<file path="src/ddr_slave_pkg.sv">
package ddr_slave_pkg;

    //////////////////// bus widths
    typedef logic [31:0] axi_addr_t;
    typedef logic [31:0] axi_data_t;
    typedef logic [3:0]  axi_strb_t;
    typedef logic [3:0]  axi_id_t;   // 2-bit master id padded to 4
    typedef logic [7:0]  axi_len_t;  // beats minus one
    typedef logic [1:0]  axi_burst_t;
    typedef logic [1:0]  axi_resp_t;

    //////////////////// burst and response codes
    localparam axi_burst_t BURST_FIXED = 2'd0;
    localparam axi_burst_t BURST_INCR  = 2'd1;
    localparam axi_burst_t BURST_WRAP  = 2'd2;

    localparam axi_resp_t RESP_OKAY   = 2'd0;
    localparam axi_resp_t RESP_SLVERR = 2'd2;

    //////////////////// controller
    typedef enum logic [2:0] {
        INIT     = 3'd0,
        IDLE     = 3'd1,
        REFRESH  = 3'd2,
        WR_BEAT  = 3'd3,
        WR_RESP  = 3'd4,
        RD_START = 3'd5,
        RD_BEAT  = 3'd6
    } mem_state_t;

    localparam int MEM_AW_DEFAULT = 10;  // 1024 words

endpackage
</file>
<file path="src/ddr_slave_fsm.sv">
`timescale 1ns/1ps

module ddr_slave_fsm #(
    parameter int REFRESH_CYCLES = 8
) (
    input  logic                      ddr_ref_clk,
    input  logic                      rst_n,
    input  logic                      init_done,
    input  logic                      refresh_req,
    output logic                      refresh_ack,
    input  ddr_slave_pkg::axi_id_t    wr_addr_id,
    input  logic                      wr_addr_valid,
    output logic                      wr_addr_ready,
    input  logic                      wr_data_valid,
    output logic                      wr_data_ready,
    output ddr_slave_pkg::axi_id_t    wr_back_id,
    output ddr_slave_pkg::axi_resp_t  wr_back_resp,
    output logic                      wr_back_valid,
    input  logic                      wr_back_ready,
    input  ddr_slave_pkg::axi_id_t    rd_addr_id,
    input  logic                      rd_addr_valid,
    output logic                      rd_addr_ready,
    output ddr_slave_pkg::axi_id_t    rd_back_id,
    input  logic                      rd_data_ready,
    input  logic                      rd_hold_busy,
    output logic                      agen_load,
    output logic                      agen_step,
    output logic                      agen_sel_rd,
    input  logic                      last_beat,
    input  logic                      range_err,
    input  logic                      burst_err,
    output logic                      mem_we,
    output logic                      mem_re,
    output logic                      rd_load,
    output logic                      rd_last,
    output ddr_slave_pkg::axi_resp_t  rd_resp
);

    import ddr_slave_pkg::*;

    localparam int RCW = $clog2(REFRESH_CYCLES + 1);

    mem_state_t     state;
    mem_state_t     state_nxt;
    logic [RCW-1:0] ref_cnt;
    logic [1:0]     rd_inflight;  // words loaded but not yet taken
    logic           rd_issue_done;
    logic           burst_bad;
    logic           wr_addr_fire;
    logic           rd_addr_fire;
    logic           wr_beat;
    logic           rd_take;

    assign burst_bad    = range_err | burst_err;
    assign wr_addr_fire = wr_addr_valid & wr_addr_ready;
    assign rd_addr_fire = rd_addr_valid & rd_addr_ready;
    assign wr_beat      = wr_data_valid & wr_data_ready;
    assign rd_take      = rd_hold_busy & rd_data_ready;
    assign agen_sel_rd  = rd_addr_fire;
    assign rd_last      = last_beat;
    assign rd_resp      = burst_bad ? RESP_SLVERR : RESP_OKAY;

    //////////////////// next state
    always_comb begin
        state_nxt     = state;
        wr_addr_ready = 1'b0;
        rd_addr_ready = 1'b0;
        wr_data_ready = 1'b0;
        wr_back_valid = 1'b0;
        agen_load     = 1'b0;
        agen_step     = 1'b0;
        mem_we        = 1'b0;
        mem_re        = 1'b0;
        rd_load       = 1'b0;
        case (state)
            INIT: begin
                if (init_done) state_nxt = IDLE;
            end
            IDLE: begin
                wr_addr_ready = !refresh_req;
                rd_addr_ready = !refresh_req && !wr_addr_valid;  // writes first
                if (refresh_req) begin
                    state_nxt = REFRESH;
                end else if (wr_addr_valid) begin
                    agen_load = 1'b1;
                    state_nxt = WR_BEAT;
                end else if (rd_addr_valid) begin
                    agen_load = 1'b1;
                    state_nxt = RD_START;
                end
            end
            REFRESH: begin
                if (ref_cnt == '0) state_nxt = IDLE;
            end
            WR_BEAT: begin
                wr_data_ready = 1'b1;
                if (wr_data_valid) begin
                    agen_step = 1'b1;
                    mem_we    = !burst_bad;  // bad bursts are drained
                    if (last_beat) state_nxt = WR_RESP;
                end
            end
            WR_RESP: begin
                wr_back_valid = 1'b1;
                if (wr_back_ready) state_nxt = IDLE;
            end
            RD_START: begin
                agen_step = 1'b1;
                rd_load   = 1'b1;
                mem_re    = !burst_bad;
                state_nxt = RD_BEAT;
            end
            RD_BEAT: begin
                if (!rd_issue_done && (!rd_hold_busy || rd_data_ready)) begin
                    agen_step = 1'b1;
                    rd_load   = 1'b1;
                    mem_re    = !burst_bad;
                end
                if (rd_issue_done && rd_take && rd_inflight == 2'd1) state_nxt = IDLE;
            end
            default: state_nxt = INIT;
        endcase
    end

    //////////////////// control state
    always_ff @(posedge ddr_ref_clk) begin
        if (!rst_n) begin
            state         <= INIT;
            refresh_ack   <= 1'b0;
            ref_cnt       <= '0;
            rd_inflight   <= '0;
            rd_issue_done <= 1'b0;
        end else begin
            state       <= state_nxt;
            refresh_ack <= (state == IDLE) && refresh_req;  // pulse on entry
            if (state == IDLE) begin
                ref_cnt <= RCW'(REFRESH_CYCLES - 1);
            end else if (state == REFRESH) begin
                ref_cnt <= ref_cnt - 1'b1;
            end
            case ({rd_load, rd_take})
                2'b10:   rd_inflight <= rd_inflight + 1'b1;
                2'b01:   rd_inflight <= rd_inflight - 1'b1;
                default: rd_inflight <= rd_inflight;
            endcase
            if (agen_load) begin
                rd_issue_done <= 1'b0;
            end else if (rd_load && last_beat) begin
                rd_issue_done <= 1'b1;
            end
        end
    end

    // ids and write response of the current burst
    always_ff @(posedge ddr_ref_clk) begin
        if (wr_addr_fire) wr_back_id <= wr_addr_id;
        if (rd_addr_fire) rd_back_id <= rd_addr_id;
        if (wr_beat && last_beat) wr_back_resp <= burst_bad ? RESP_SLVERR : RESP_OKAY;
    end

endmodule

</file>
<file path="config.mk">
export PLATFORM = sky130hd
export DESIGN_NAME = ddr_slave_fsm
export DESIGN_NICKNAME = d
export VERILOG_FILES = /design/src/ddr_slave_pkg.sv /design/src/ddr_slave_fsm.sv
export SDC_FILE = /design/constraint.sdc
export NUM_CORES = 1
export LEC_CHECK = 0
export ABC_AREA = 1
export ABC_CLOCK_PERIOD_IN_PS = 2800
export BUFFER_PORTS_ARGS = -buffer_cell sky130_fd_sc_hd__clkbuf_2
export CORE_MARGIN = 10
export CORE_UTILIZATION = 50
export DETAILED_ROUTE_END_ITERATION = 12
export PLACE_DENSITY_LB_ADDON = 0.05
export SLEW_MARGIN = 20
export SYNTH_ARGS = -nofsm -noshare
export SYNTH_HDL_FRONTEND = slang
export SYNTH_SLANG_ARGS = --single-unit
</file>
<file path="constraint.sdc">
create_clock -name ddr_ref_clk -period 2.8 [get_ports ddr_ref_clk]
set_input_delay 0.56 -clock ddr_ref_clk [delete_from_list [all_inputs] [get_ports ddr_ref_clk]]
set_output_delay 0.56 -clock ddr_ref_clk [all_outputs]
set_load 0.1 [all_outputs]
</file>
# Word level (Yosys, flattened, before mapping)
# Cells that the tools add are included.
dict set report word_totals {
  register_bits 21
  latch_bits 0
  mem_bits_rw 0
  romBits 0
  inputBits 21
  output_inout_bits 24
  word_cells 84
  memories 0
}
dict set report op_classes {
  addsub 3
  multipliers 0
  div 0
  n_lt_le_gt_ge 0
  eq_ne 16
  shift 0
  n_mux 30
  n_bitwise 6
  n_reduce_logical 20
}
# operator n
set ops {}
lappend ops {{$mux 3} 11}
lappend ops {{$pmux 3 s7} 1}
lappend ops {{$mux 1} 13}
lappend ops {{$ne 2x2->1 const B} 6}
lappend ops {{$eq 3x3->1 const B} 3}
lappend ops {{$logic_and 1x1->1} 7}
lappend ops {{$reduce_and 7->1} 1}
lappend ops {{$eq 3x2->1 const B} 2}
lappend ops {{$logic_not 1->1} 5}
lappend ops {{$and 1x1->1} 4}
lappend ops {{$eq 2x1->1 const B} 2}
lappend ops {{$logic_not 4->1} 1}
lappend ops {{$ne 4x4->1 const B} 1}
lappend ops {{$pmux 1 s2} 2}
lappend ops {{$pmux 2 s2} 1}
lappend ops {{$reduce_bool 2->1} 2}
lappend ops {{$reduce_or 2->1} 2}
lappend ops {{$sub 4x1->4 const B} 1}
lappend ops {{$eq 3x1->1 const B} 1}
lappend ops {{$logic_not 3->1} 1}
lappend ops {{$pmux 1 s3} 1}
lappend ops {{$add 2x1->2 const B} 1}
lappend ops {{$eq 2x2->1 const B} 1}
lappend ops {{$mux 2} 1}
lappend ops {{4 further kinds} 4}

# Logic depth before layout (Yosys ltp)
# Gate-level depths: netlist of the first run.
dict set report depth {
  depth_word 7
  ltp_mapped 12
  mapped_depth_nobuf 12
}

# Worst setup path before layout of the first run
# OpenSTA, ideal clock, no wires.
dict set report synth_timing {
  path_type {reg2out}
  startpoint {reg state[2]}
  endpoint {out mem_re}
  arrival_ns 2.929
  required_time_ns 2.240
  slack_ns -0.689
  path_stages_with_launch 7
  path_buffers 0
  cell_sequence {dfxtp_1 inv_2 nor2_1 nand3_1 nand2_1 inv_1 nor2_1}
}
dict set report synth_between {
  elab_chain_cells 2
}
# item line
set synth_lines {}
lappend synth_lines {{start: declaration} ddr_slave_fsm.sv:43} ;# mem_state_t state;
lappend synth_lines {{start signal: assignment} ddr_slave_fsm.sv:134} ;# state <= state_nxt;
lappend synth_lines {{$eq 3x3->1} ddr_slave_fsm.sv:75} ;# case (state)
lappend synth_lines {{$pmux 1 s2 *} ddr_slave_fsm.sv:75}
lappend synth_lines {{end: declaration} ddr_slave_fsm.sv:33} ;# output logic mem_re,
# Every way passes the cells marked *; elsewhere a longest branch is shown, timed or not.

# Worst setup path in the final report of the first run
# Same ends and word-level chain as after synthesis.

==> impl_metrics.tcl, run 1 <==
set metrics [dict create \
    status "finished, final reports clean" \
    r2r-end "rd_inflight[1]" \
    preCtsSetupSlack_ns 0.668 \
    cp-endpoint "mem_re" \
    start_util 0.530 \
    yosysWarnings 0 \
    setup_tns_ns 0 \
    dr.pass1.iters 4 \
    drt-vias-per-instance 4.80 \
    rsz0062_at_grt "no" \
    regToRegSetupSlack_ns 1.05 \
    worst_slew_margin_rel 0.634 \
    tritoncts "done" \
    ys_ff_latch 20 \
    synthFlopType "dfxtp_1" \
    cp-end-kind "primary output" \
    track_usage 0.121 \
    drtIter0Drc 23 \
    design_area_mm2 0.00133 \
    clk_path_buf_depth 2 \
    postSynthCellCount 134 \
    grt_antenna_before_repair 0 \
    fmax_ghz 0.402 \
    portBuffers 42 \
    fin_crit_sh 0.889 \
    layout_commonest_cell "clkbuf_2" \
    syn_to_final_growth_pct 26.6 \
    grt_pass1_vias 979 \
    cts_resized 0 \
    cp-start-kind "register" \
    vias 985 \
    dp_hpwl_um 2130 \
    maxCapViolCount 0 \
    die-height_um 65.8 \
    critPathTopFamily "buffers and inverters" \
    ys_types 25 \
    peakVddDrop_v 0.000553 \
    arrival_ns 1.93 \
    routed_wl_um 2550 \
    critical_path.slowest_cell "dfxtp_1" \
    syn_area_mm2 0.00105 \
    core_mm2 0.00198 \
    total_power_mw 1.24 \
    synthArstFlopShare 0 \
    num_rows 16 \
    holdCritStartpoint "wr_addr_id[2]" \
    fin_skew_ns 0.00288 \
    crit_start "state[2]" \
    io_pins 45 \
    placed_cell_area_mm2 0.00129 \
    hold_viol_final 0 \
    wire_per_inst_um 12.4 \
    cp_max_fo 7 \
    reg2regPathDepth 9 \
    power.density_mw_per_mm2 933 \
    cts.sinks 20 \
    drive_gt1_frac 0.360 \
    grt_pass1_wl_um 4230 \
    synth_edf_count 9 \
    synth_area_per_cell_um2 7.83 \
    overflow 0 \
    power.leakage_nw 0.701 \
    ctsHtreeMaxLevel 1 \
    worstHoldPathType "input port to register" \
    slowest_delay_ns 0.53 \
    die_area_mm2 0.00433 \
    ant_nets 0 \
    path_cells "inv_2 > nor2_1 > nand3_1 > nand2_1 > inv_1 > nor2_2 > clkbuf_2" \
    grt_max_degree 12 \
    post-route-min-period_ns 2.49 \
    finalMaxSlewViolations 0 \
    worst_skew_pair.late_latency_ns 0.31 \
    r2r-start "state[2]" \
    ys_seq_area_frac 0.467 \
    cts_made_buffers 3 \
    layout_setup_ws_ns 0.311 \
    drc 0 \
    antenna_cells 0 \
    required_ns 2.24 \
    final_cell_mix "clkbuf_2 (42), nand2_1 (30), inv_1 (22), nor2_1 (16), dfxtp_1 (11)" \
    crit_buf_inv 3 \
    final_util 0.670 \
    setup_violations 0 \
    worst_pin_slew_ns 0.552 \
    worstSetupPathType "register to primary output" \
    hold_buffers 0 \
    place_congestion 0.797 \
    cts.reportedPaths.clkPinSlew_ns 0.11 \
    clockRootBuffer "clkbuf_4" \
    fp.dieW_um 65.8 \
    nets 203 \
    critical_path_depth 7 \
    cts_setup_buffers 0 \
]
-- worst min-delay path by stage --
| stage | to | slack (ns) | cells after the start |
|---|---|---|---|
| 6_report | wr_back_id[2] | 0.42 | 1 |
| 5_1_grt | rd_back_id[1] | 0.41 | 1 |
| 4_1_cts | wr_back_id[0] | 0.42 | 1 |
| 3_5_place_dp | ref_cnt[0] | 0.46 | 2 |
| 3_3_place_gp | ref_cnt[0] | 0.45 | 2 |
| 2_1_floorplan | ref_cnt[0] | 0.44 | 2 |
-- flip-flops by register name (all words and copies together) (netlist names) --
name	cells
state	3
ref_cnt	4
rd_issue_done	1
wr_back_id	4
rd_back_id	4
wr_back_resp	1
rd_inflight	2
refresh_ack	1
-- synth_stat cells, types with 2 or more instances --
cell type | n | area (µm²)
a21oi_1 | 5 | 25.0
buf_4 | 4 | 30.0
dfxtp_1 | 11 | 220
edfxtp_1 | 9 | 270
ha_1 | 3 | 37.5
inv_1 | 22 | 82.6
inv_2 | 2 | 7.51
nand2_1 | 30 | 113
nand2_2 | 3 | 18.8
nand3_1 | 5 | 25.0
nand4_1 | 2 | 12.5
nor2_1 | 19 | 71.3
nor2_2 | 3 | 18.8
nor2_4 | 2 | 22.5
o21ai_0 | 4 | 20.0
-- metrics by stage --
| step | hold slack [ns] | instances |
|---|---|---|
| floorplan | 0.444 | 135 |
| global placement | 0.453 | 201 |
| detailed placement | 0.457 | 201 |
| CTS | 0.419 | 205 |
| global route | 0.410 | 205 |
| finish | 0.419 | 205 |
-- final cells by class --
cell class / count / area, µm²
fillers: 173 / 653
flip-flops and latches: 20 / 490
multi-input cells: 87 / 460
repair buffers: 43 / 218
inverters: 24 / 90.1
clock buffers: 4 / 36.3
well taps: 27 / 33.8
-- metal layers --
layer | GRT usage | wire [µm]
met1 | 0.118 | 987
met2 | 0.228 | 1340
met3 | 0.0339 | 167
met4 | 0.0561 | 48
met5 | 0 | 0
-- power by group --
part	switching [mW]	internal, mW
registers	0.0492	0.362
logic	0.504	0.154
clock network	0.0912	0.0795
total	0.644	0.596
-- cell families (layout without fill, tap and decap cells) --
| logic type | after synthesis | after routing | share of synthesized area |
|---|---|---|---|
| AOI/OAI and AO/OA | 11 | 11 | 0.0560 |
| xor gates and xnor gates | 2 | 2 | 0.0167 |
| adders and majority gates | 3 | 3 | 0.0358 |
| DFF | 20 | 20 | 0.467 |
| other | 1 | 2 | 0.00357 |
| and+or+nand+nor | 69 | 69 | 0.306 |
| buffers and inverters | 28 | 71 | 0.114 |
Note: power is estimated with default switching activity, not from simulation.
==> inputs of run 2 (changes only) <==
--- a/config.mk
+++ b/config.mk
@@ -5,7 +5,6 @@
 export SDC_FILE = /design/constraint.sdc
 export NUM_CORES = 1
 export LEC_CHECK = 0
-export ABC_AREA = 1
 export ABC_CLOCK_PERIOD_IN_PS = 2800
 export BUFFER_PORTS_ARGS = -buffer_cell sky130_fd_sc_hd__clkbuf_2
 export CORE_MARGIN = 10
==> run 2 against run 1 <==
Routed wire length shrank 1.5%. Power shrank 20%. Setup slack lost 0.10 ns. Clock power grew 37%. Critical endpoint is now agen_load. Largest cell class is now multi-input combinational cells.
==> impl_metrics.tcl, run 2 <==
set metrics [dict create \
    status "finished, final reports clean" \
    worst_slew_margin_rel 0.637 \
    required_ns 2.24 \
    synth_most_common_cell "nor2_1" \
    dp_hpwl_um 2080 \
    post-route-min-period_ns 2.59 \
    hold_viol_final 0 \
    synth_compound_area_frac 0.175 \
    layout_setup_ws_ns 0.208 \
    grt_max_degree 19 \
    start_util 0.545 \
    cts_made_buffers 3 \
    setup_violations 0 \
    synthArstFlopShare 0 \
    power.leakage_nw 0.622 \
    overflow 0 \
    clockRootBuffer "clkbuf_4" \
    num_rows 16 \
    worst_skew_pair.late_latency_ns 0.31 \
    core_mm2 0.00202 \
    layout_commonest_cell "clkbuf_2" \
    cts.reportedPaths.clkPinSlew_ns 0.12 \
    portBuffers 42 \
    ant_nets 0 \
    grt_antenna_before_repair 0 \
    fmax_ghz 0.386 \
    synthFlopType "dfxtp_1" \
    power.density_mw_per_mm2 716 \
    antenna_cells 0 \
    grt_pass1_vias 919 \
    die_area_mm2 0.00448 \
    hold_buffers 0 \
    final_util 0.686 \
    nets 181 \
    ys_types 45 \
    synth_top_area_share 0.245 \
    cp_max_fo 14 \
    arrival_ns 2.03 \
    ys_seq_area_frac 0.445 \
    synthTopCellsByArea "edfxtp_1 (25%), dfxtp_1 (20%), nor2_1 (5.1%), buf_4 (3.4%), ha_1 (3.4%)" \
    synth_xor_area_frac 0.0159 \
    yosys.area_share.simple 0.236 \
    tritoncts "done" \
    worst_pin_slew_ns 0.546 \
    synth_top_family_by_area "simple AND/OR/NAND/NOR gates" \
    dr.pass1.iters 4 \
    peakVddDrop_v 0.000368 \
    grt_pass1_wl_um 4020 \
    placed_cell_area_mm2 0.00133 \
    worstHoldPathType "input port to register" \
    synth_edf_count 9 \
    reg_top3 "rd_back_id (4), ref_cnt (4), wr_back_id (4)" \
    yosysWarnings 0 \
    wire_per_inst_um 13.7 \
    vias 951 \
    syn_to_final_growth_pct 25.8 \
    fin_crit_sh 0.926 \
    drt-vias-per-instance 5.20 \
    fp.dieW_um 67.0 \
    routed_wl_um 2510 \
    die-height_um 67.0 \
    ctsHtreeMaxLevel 1 \
    drc 0 \
    cts_setup_buffers 0 \
    io_pins 45 \
    clk_path_buf_depth 2 \
    postSynthCellCount 117 \
    finalMaxSlewViolations 0 \
    ys_ff_latch 20 \
    place_congestion 0.723 \
    rsz0062_at_grt "no" \
    maxCapViolCount 0 \
    yosys.area.top_type "edfxtp_1" \
    cp-end-kind "primary output" \
    synth_common_cells "nor2_1 (15), dfxtp_1 (11), edfxtp_1 (9)" \
    design_area_mm2 0.00139 \
    drive_gt1_frac 0.397 \
    cp-start-kind "register" \
    cts.sinks 20 \
    fin_skew_ns 0.0128 \
    synthAdderAreaFrac 0.0341 \
    cts_resized 0 \
    preCtsSetupSlack_ns 0.552 \
    synth_area_per_cell_um2 9.42 \
    worstSetupPathType "register to primary output" \
    final_cell_mix "clkbuf_2 (42), nor2_1 (13), dfxtp_1 (11), edfxtp_1 (9)" \
    synthMuxAreaShare 0.0102 \
    syn_area_mm2 0.00110 \
    drtIter0Drc 26 \
    hold_slack_ns 0.417 \
    track_usage 0.113 \
]
==> run 2: cell type report <==
type                            count  area [µm²]
Inverter                            6        22.5
Clock buffer                        3        22.5
Fill cell                         172         636
Timing Repair Buffer               44         225
Multi-Input combinational cell     82         562
Clock inverter                      1        30.0
Tap cell                           27        33.8
Sequential cell                    20         490
==> run 2: report_power, final <==
group	total [mW]	switching (mW)	internal, mW
Clock	0.235	0.0900	0.145
Sequential	0.377	0.0416	0.336
Combinational	0.380	0.253	0.127
==> run 2: worst paths after layout <==
path,start,endpoint,slack (ns),depth (start not counted)
worst min-delay path,wr_addr_id[2],wr_back_id[2],0.42,1
worst max-delay path,state[0],agen_load,0.21,4
worst max register to register,state[1],rd_inflight[1],0.92,8
worst min register to register,rd_inflight[1],rd_inflight[1],0.50,2
==> run 2: through the flow <==
| step | instances | total power, mW | TNS, ns |
|---|---|---|---|
| floorplan | 118 | 0.705 | -0.0165 |
| CTS | 183 | 0.998 | 0 |
| finish | 183 | 0.992 | 0 |
| global placement | 179 | 0.758 | 0 |
| detailed placement | 179 | 0.764 | 0 |
| global route | 183 | 1.05 | 0 |
==> run 2: routing by layer <==
metal	GRT usage	share of wire	wire, µm	up-vias
met5	0	0	0	-
met4	0.0462	0.014	36	0
met3	0.0368	0.10	253	4
met2	0.194	0.47	1180	32
met1	0.124	0.41	1030	426
li1	-	-	-	489
==> run 2: kinds of logic (layout without fill, tap and decap cells) <==
logic type | Yosys count | count (layout)
AOI/OAI and AO/OA | 25 | 25
muxes | 1 | 1
xor gates and xnor gates | 2 | 2
other | 1 | 2
and+or+nand+nor | 49 | 49
DFF | 20 | 20
adders and majority gates | 3 | 3
buffers and inverters | 16 | 54
==> run 2: critical path: stages (launching register included) <==
cell,delay [ns]
dfxtp_1,0.58
nand2b_1,0.26
nor3_4,0.24
o21a_2,0.19
clkbuf_2,0.45
==> inputs of run 3 (changes only) <==
--- a/config.mk
+++ b/config.mk
@@ -5,10 +5,10 @@
 export SDC_FILE = /design/constraint.sdc
 export NUM_CORES = 1
 export LEC_CHECK = 0
-export ABC_CLOCK_PERIOD_IN_PS = 2800
+export ABC_CLOCK_PERIOD_IN_PS = 2600
 export BUFFER_PORTS_ARGS = -buffer_cell sky130_fd_sc_hd__clkbuf_2
 export CORE_MARGIN = 10
-export CORE_UTILIZATION = 50
+export CORE_UTILIZATION = 47
 export DETAILED_ROUTE_END_ITERATION = 12
 export PLACE_DENSITY_LB_ADDON = 0.05
 export SLEW_MARGIN = 20
==> constraint.sdc (replaced) <==
create_clock -name ddr_ref_clk -period 2.6 [get_ports ddr_ref_clk]
set_input_delay 0.52 -clock ddr_ref_clk [delete_from_list [all_inputs] [get_ports ddr_ref_clk]]
set_output_delay 0.52 -clock ddr_ref_clk [all_outputs]
set_load 0.1 [all_outputs]
==> run 3 against run 2 <==
Register-to-register slack lost 0.13 ns. Final area decreased by 0.54%. Cell count increased by 1.1%. Core utilization is 6.8 points lower. Die area is 4.5% higher. Flip-flop and latch count stayed put. Hold slack worse by 0.026 ns. Routed wire length is 2.2% higher. Critical endpoint is now mem_we. Largest cell class unchanged.
==> impl_metrics.tcl, run 3 (synthesis gave the netlist of run 2 again) <==
set metrics [dict create \
    finalMaxSlewViolations 0 \
    io_pins 45 \
    fin_skew_ns 0.00740 \
    place_congestion 0.757 \
    cp-end-kind "primary output" \
    fillers 214 \
    cts_resized 0 \
    worstHoldPathType "input port to register" \
    routed_wl_um 2560 \
    hold_buffers 0 \
    hold_viol_final 0 \
    worstSetupPathType "register to primary output" \
    syn_to_final_growth_pct 25.1 \
    place_inst 181 \
    routed.top_layer "met4" \
    ant_nets 0 \
    die-height_um 68.4 \
    wl_met3_um 283 \
    drtIter0Drc 26 \
    num_rows 17 \
    slowest_delay_ns 0.45 \
    start_util 0.494 \
    rsz0062_at_grt "no" \
    ctsHtreeMaxLevel 1 \
    setup_violations 0 \
    critical_path.slowest_cell "clkbuf_2" \
    worst_pin_slew_ns 0.547 \
    placed_cell_area_mm2 0.00135 \
    nets 182 \
    grt_pass1_vias 932 \
    status "finished, final reports clean" \
    core_mm2 0.00223 \
    fmax_ghz 0.447 \
    power.density_mw_per_mm2 706 \
    drt-vias-per-instance 5.06 \
    drc 0 \
    cp_max_fo 11 \
    final_cell_mix "clkbuf_2 (38), nor2_1 (13), dfxtp_1 (11), edfxtp_1 (9), buf_4 (7)" \
    wl_met2_um 1220 \
    fp.dieW_um 68.4 \
    post-route-min-period_ns 2.24 \
    arrival_ns 1.72 \
    die_area_mm2 0.00468 \
    dp_hpwl_um 2100 \
    stdcell_count 185 \
    tritoncts "done" \
    required_ns 2.08 \
    overflow 0 \
    wire_per_inst_um 13.9 \
    met1_length_um 1040 \
    reg_top3 "rd_back_id (4), ref_cnt (4), wr_back_id (4)" \
    grt_max_degree 17 \
    layout_setup_ws_ns 0.361 \
    cts.reportedPaths.clkPinSlew_ns 0.11 \
    cts_setup_buffers 0 \
    multiInputGateArea_um2 562 \
    antenna_cells 0 \
    design_area_mm2 0.00138 \
    grt_pass1_wl_um 4030 \
    cts_made_buffers 3 \
    hold_slack_ns 0.391 \
    grt_antenna_before_repair 0 \
    register_area_um2 490 \
    maxCapViolCount 0 \
    clk_path_buf_depth 2 \
    cp-start-kind "register" \
    drive_gt1_frac 0.395 \
    cts.sinks 20 \
    peakVddDrop_v 0.000466 \
    power.leakage_nw 0.617 \
    clockRootBuffer "clkbuf_4" \
    regToRegSetupSlack_ns 0.79 \
    preCtsSetupSlack_ns 0.558 \
    path_cells "and3b_4 > nand2_1 > nor2_2 > clkbuf_2" \
    worst_skew_pair.late_latency_ns 0.29 \
    fin_crit_sh 0.861 \
    vias 936 \
    dr.pass1.iters 4 \
    worst_slew_margin_rel 0.637 \
    track_usage 0.111 \
    layout_commonest_cell "clkbuf_2" \
    portBuffers 42 \
]
[run 3: cell count changes in the layout (fill, tap and decap cells not counted), sizes merged]
cell,before,now
clkbuf,45,42
bufinv,1,0
buf,2,7
[run 3: through the flow]
stage / TNS, ns / utilization / total power [mW]
2_1_floorplan: -0.177 / - / 0.759
3_3_place_gp: 0 / 0.606 / 0.823
3_5_place_dp: 0 / 0.606 / 0.831
4_1_cts: 0 / 0.617 / 0.982
5_1_grt: 0 / 0.617 / 1.04
6_report: 0 / 0.617 / 0.973
[run 3: final cells by class]
type / count / area share
clock buffers: 4 / 0.0191
well taps: 28 / 0.0254
inverters: 6 / 0.0163
flip-flops and latches: 20 / 0.356
repair buffers: 45 / 0.176
multi-input cells: 82 / 0.407
[run 3: metal layers]
| layer | GRT usage | up-vias |
|---|---|---|
| met3 | 0.0310 | 2 |
| met1 | 0.122 | 414 |
| met2 | 0.195 | 33 |
| met5 | 0 | - |
| met4 | 0.0452 | 0 |
| li1 | - | 487 |
[run 3: critical path, delay by kind of cell (launching register included)]
| family | cells | cell delay (ns) |
|---|---|---|
| buf+inv | 1 | 0.45 |
| flops | 1 | 0.42 |
| simple gates | 3 | 0.55 |
[run 3: path summary, 6_finish.rpt]
kind / startpoint / endpoint / cells after the start
min reg2reg: rd_inflight[1] / rd_inflight[1] / 2
min: rd_addr_id[0] / rd_back_id[0] / 1
max reg2reg: state[2] / state[2] / 5
max: state[2] / mem_we / 4
[run 3: power by group]
| part | total, mW | switching (mW) | internal (mW) |
|---|---|---|---|
| combinational | 0.432 | 0.291 | 0.141 |
| clock | 0.150 | 0.0901 | 0.0596 |
| sequential | 0.391 | 0.0295 | 0.362 |
| total | 0.973 | 0.410 | 0.563 |
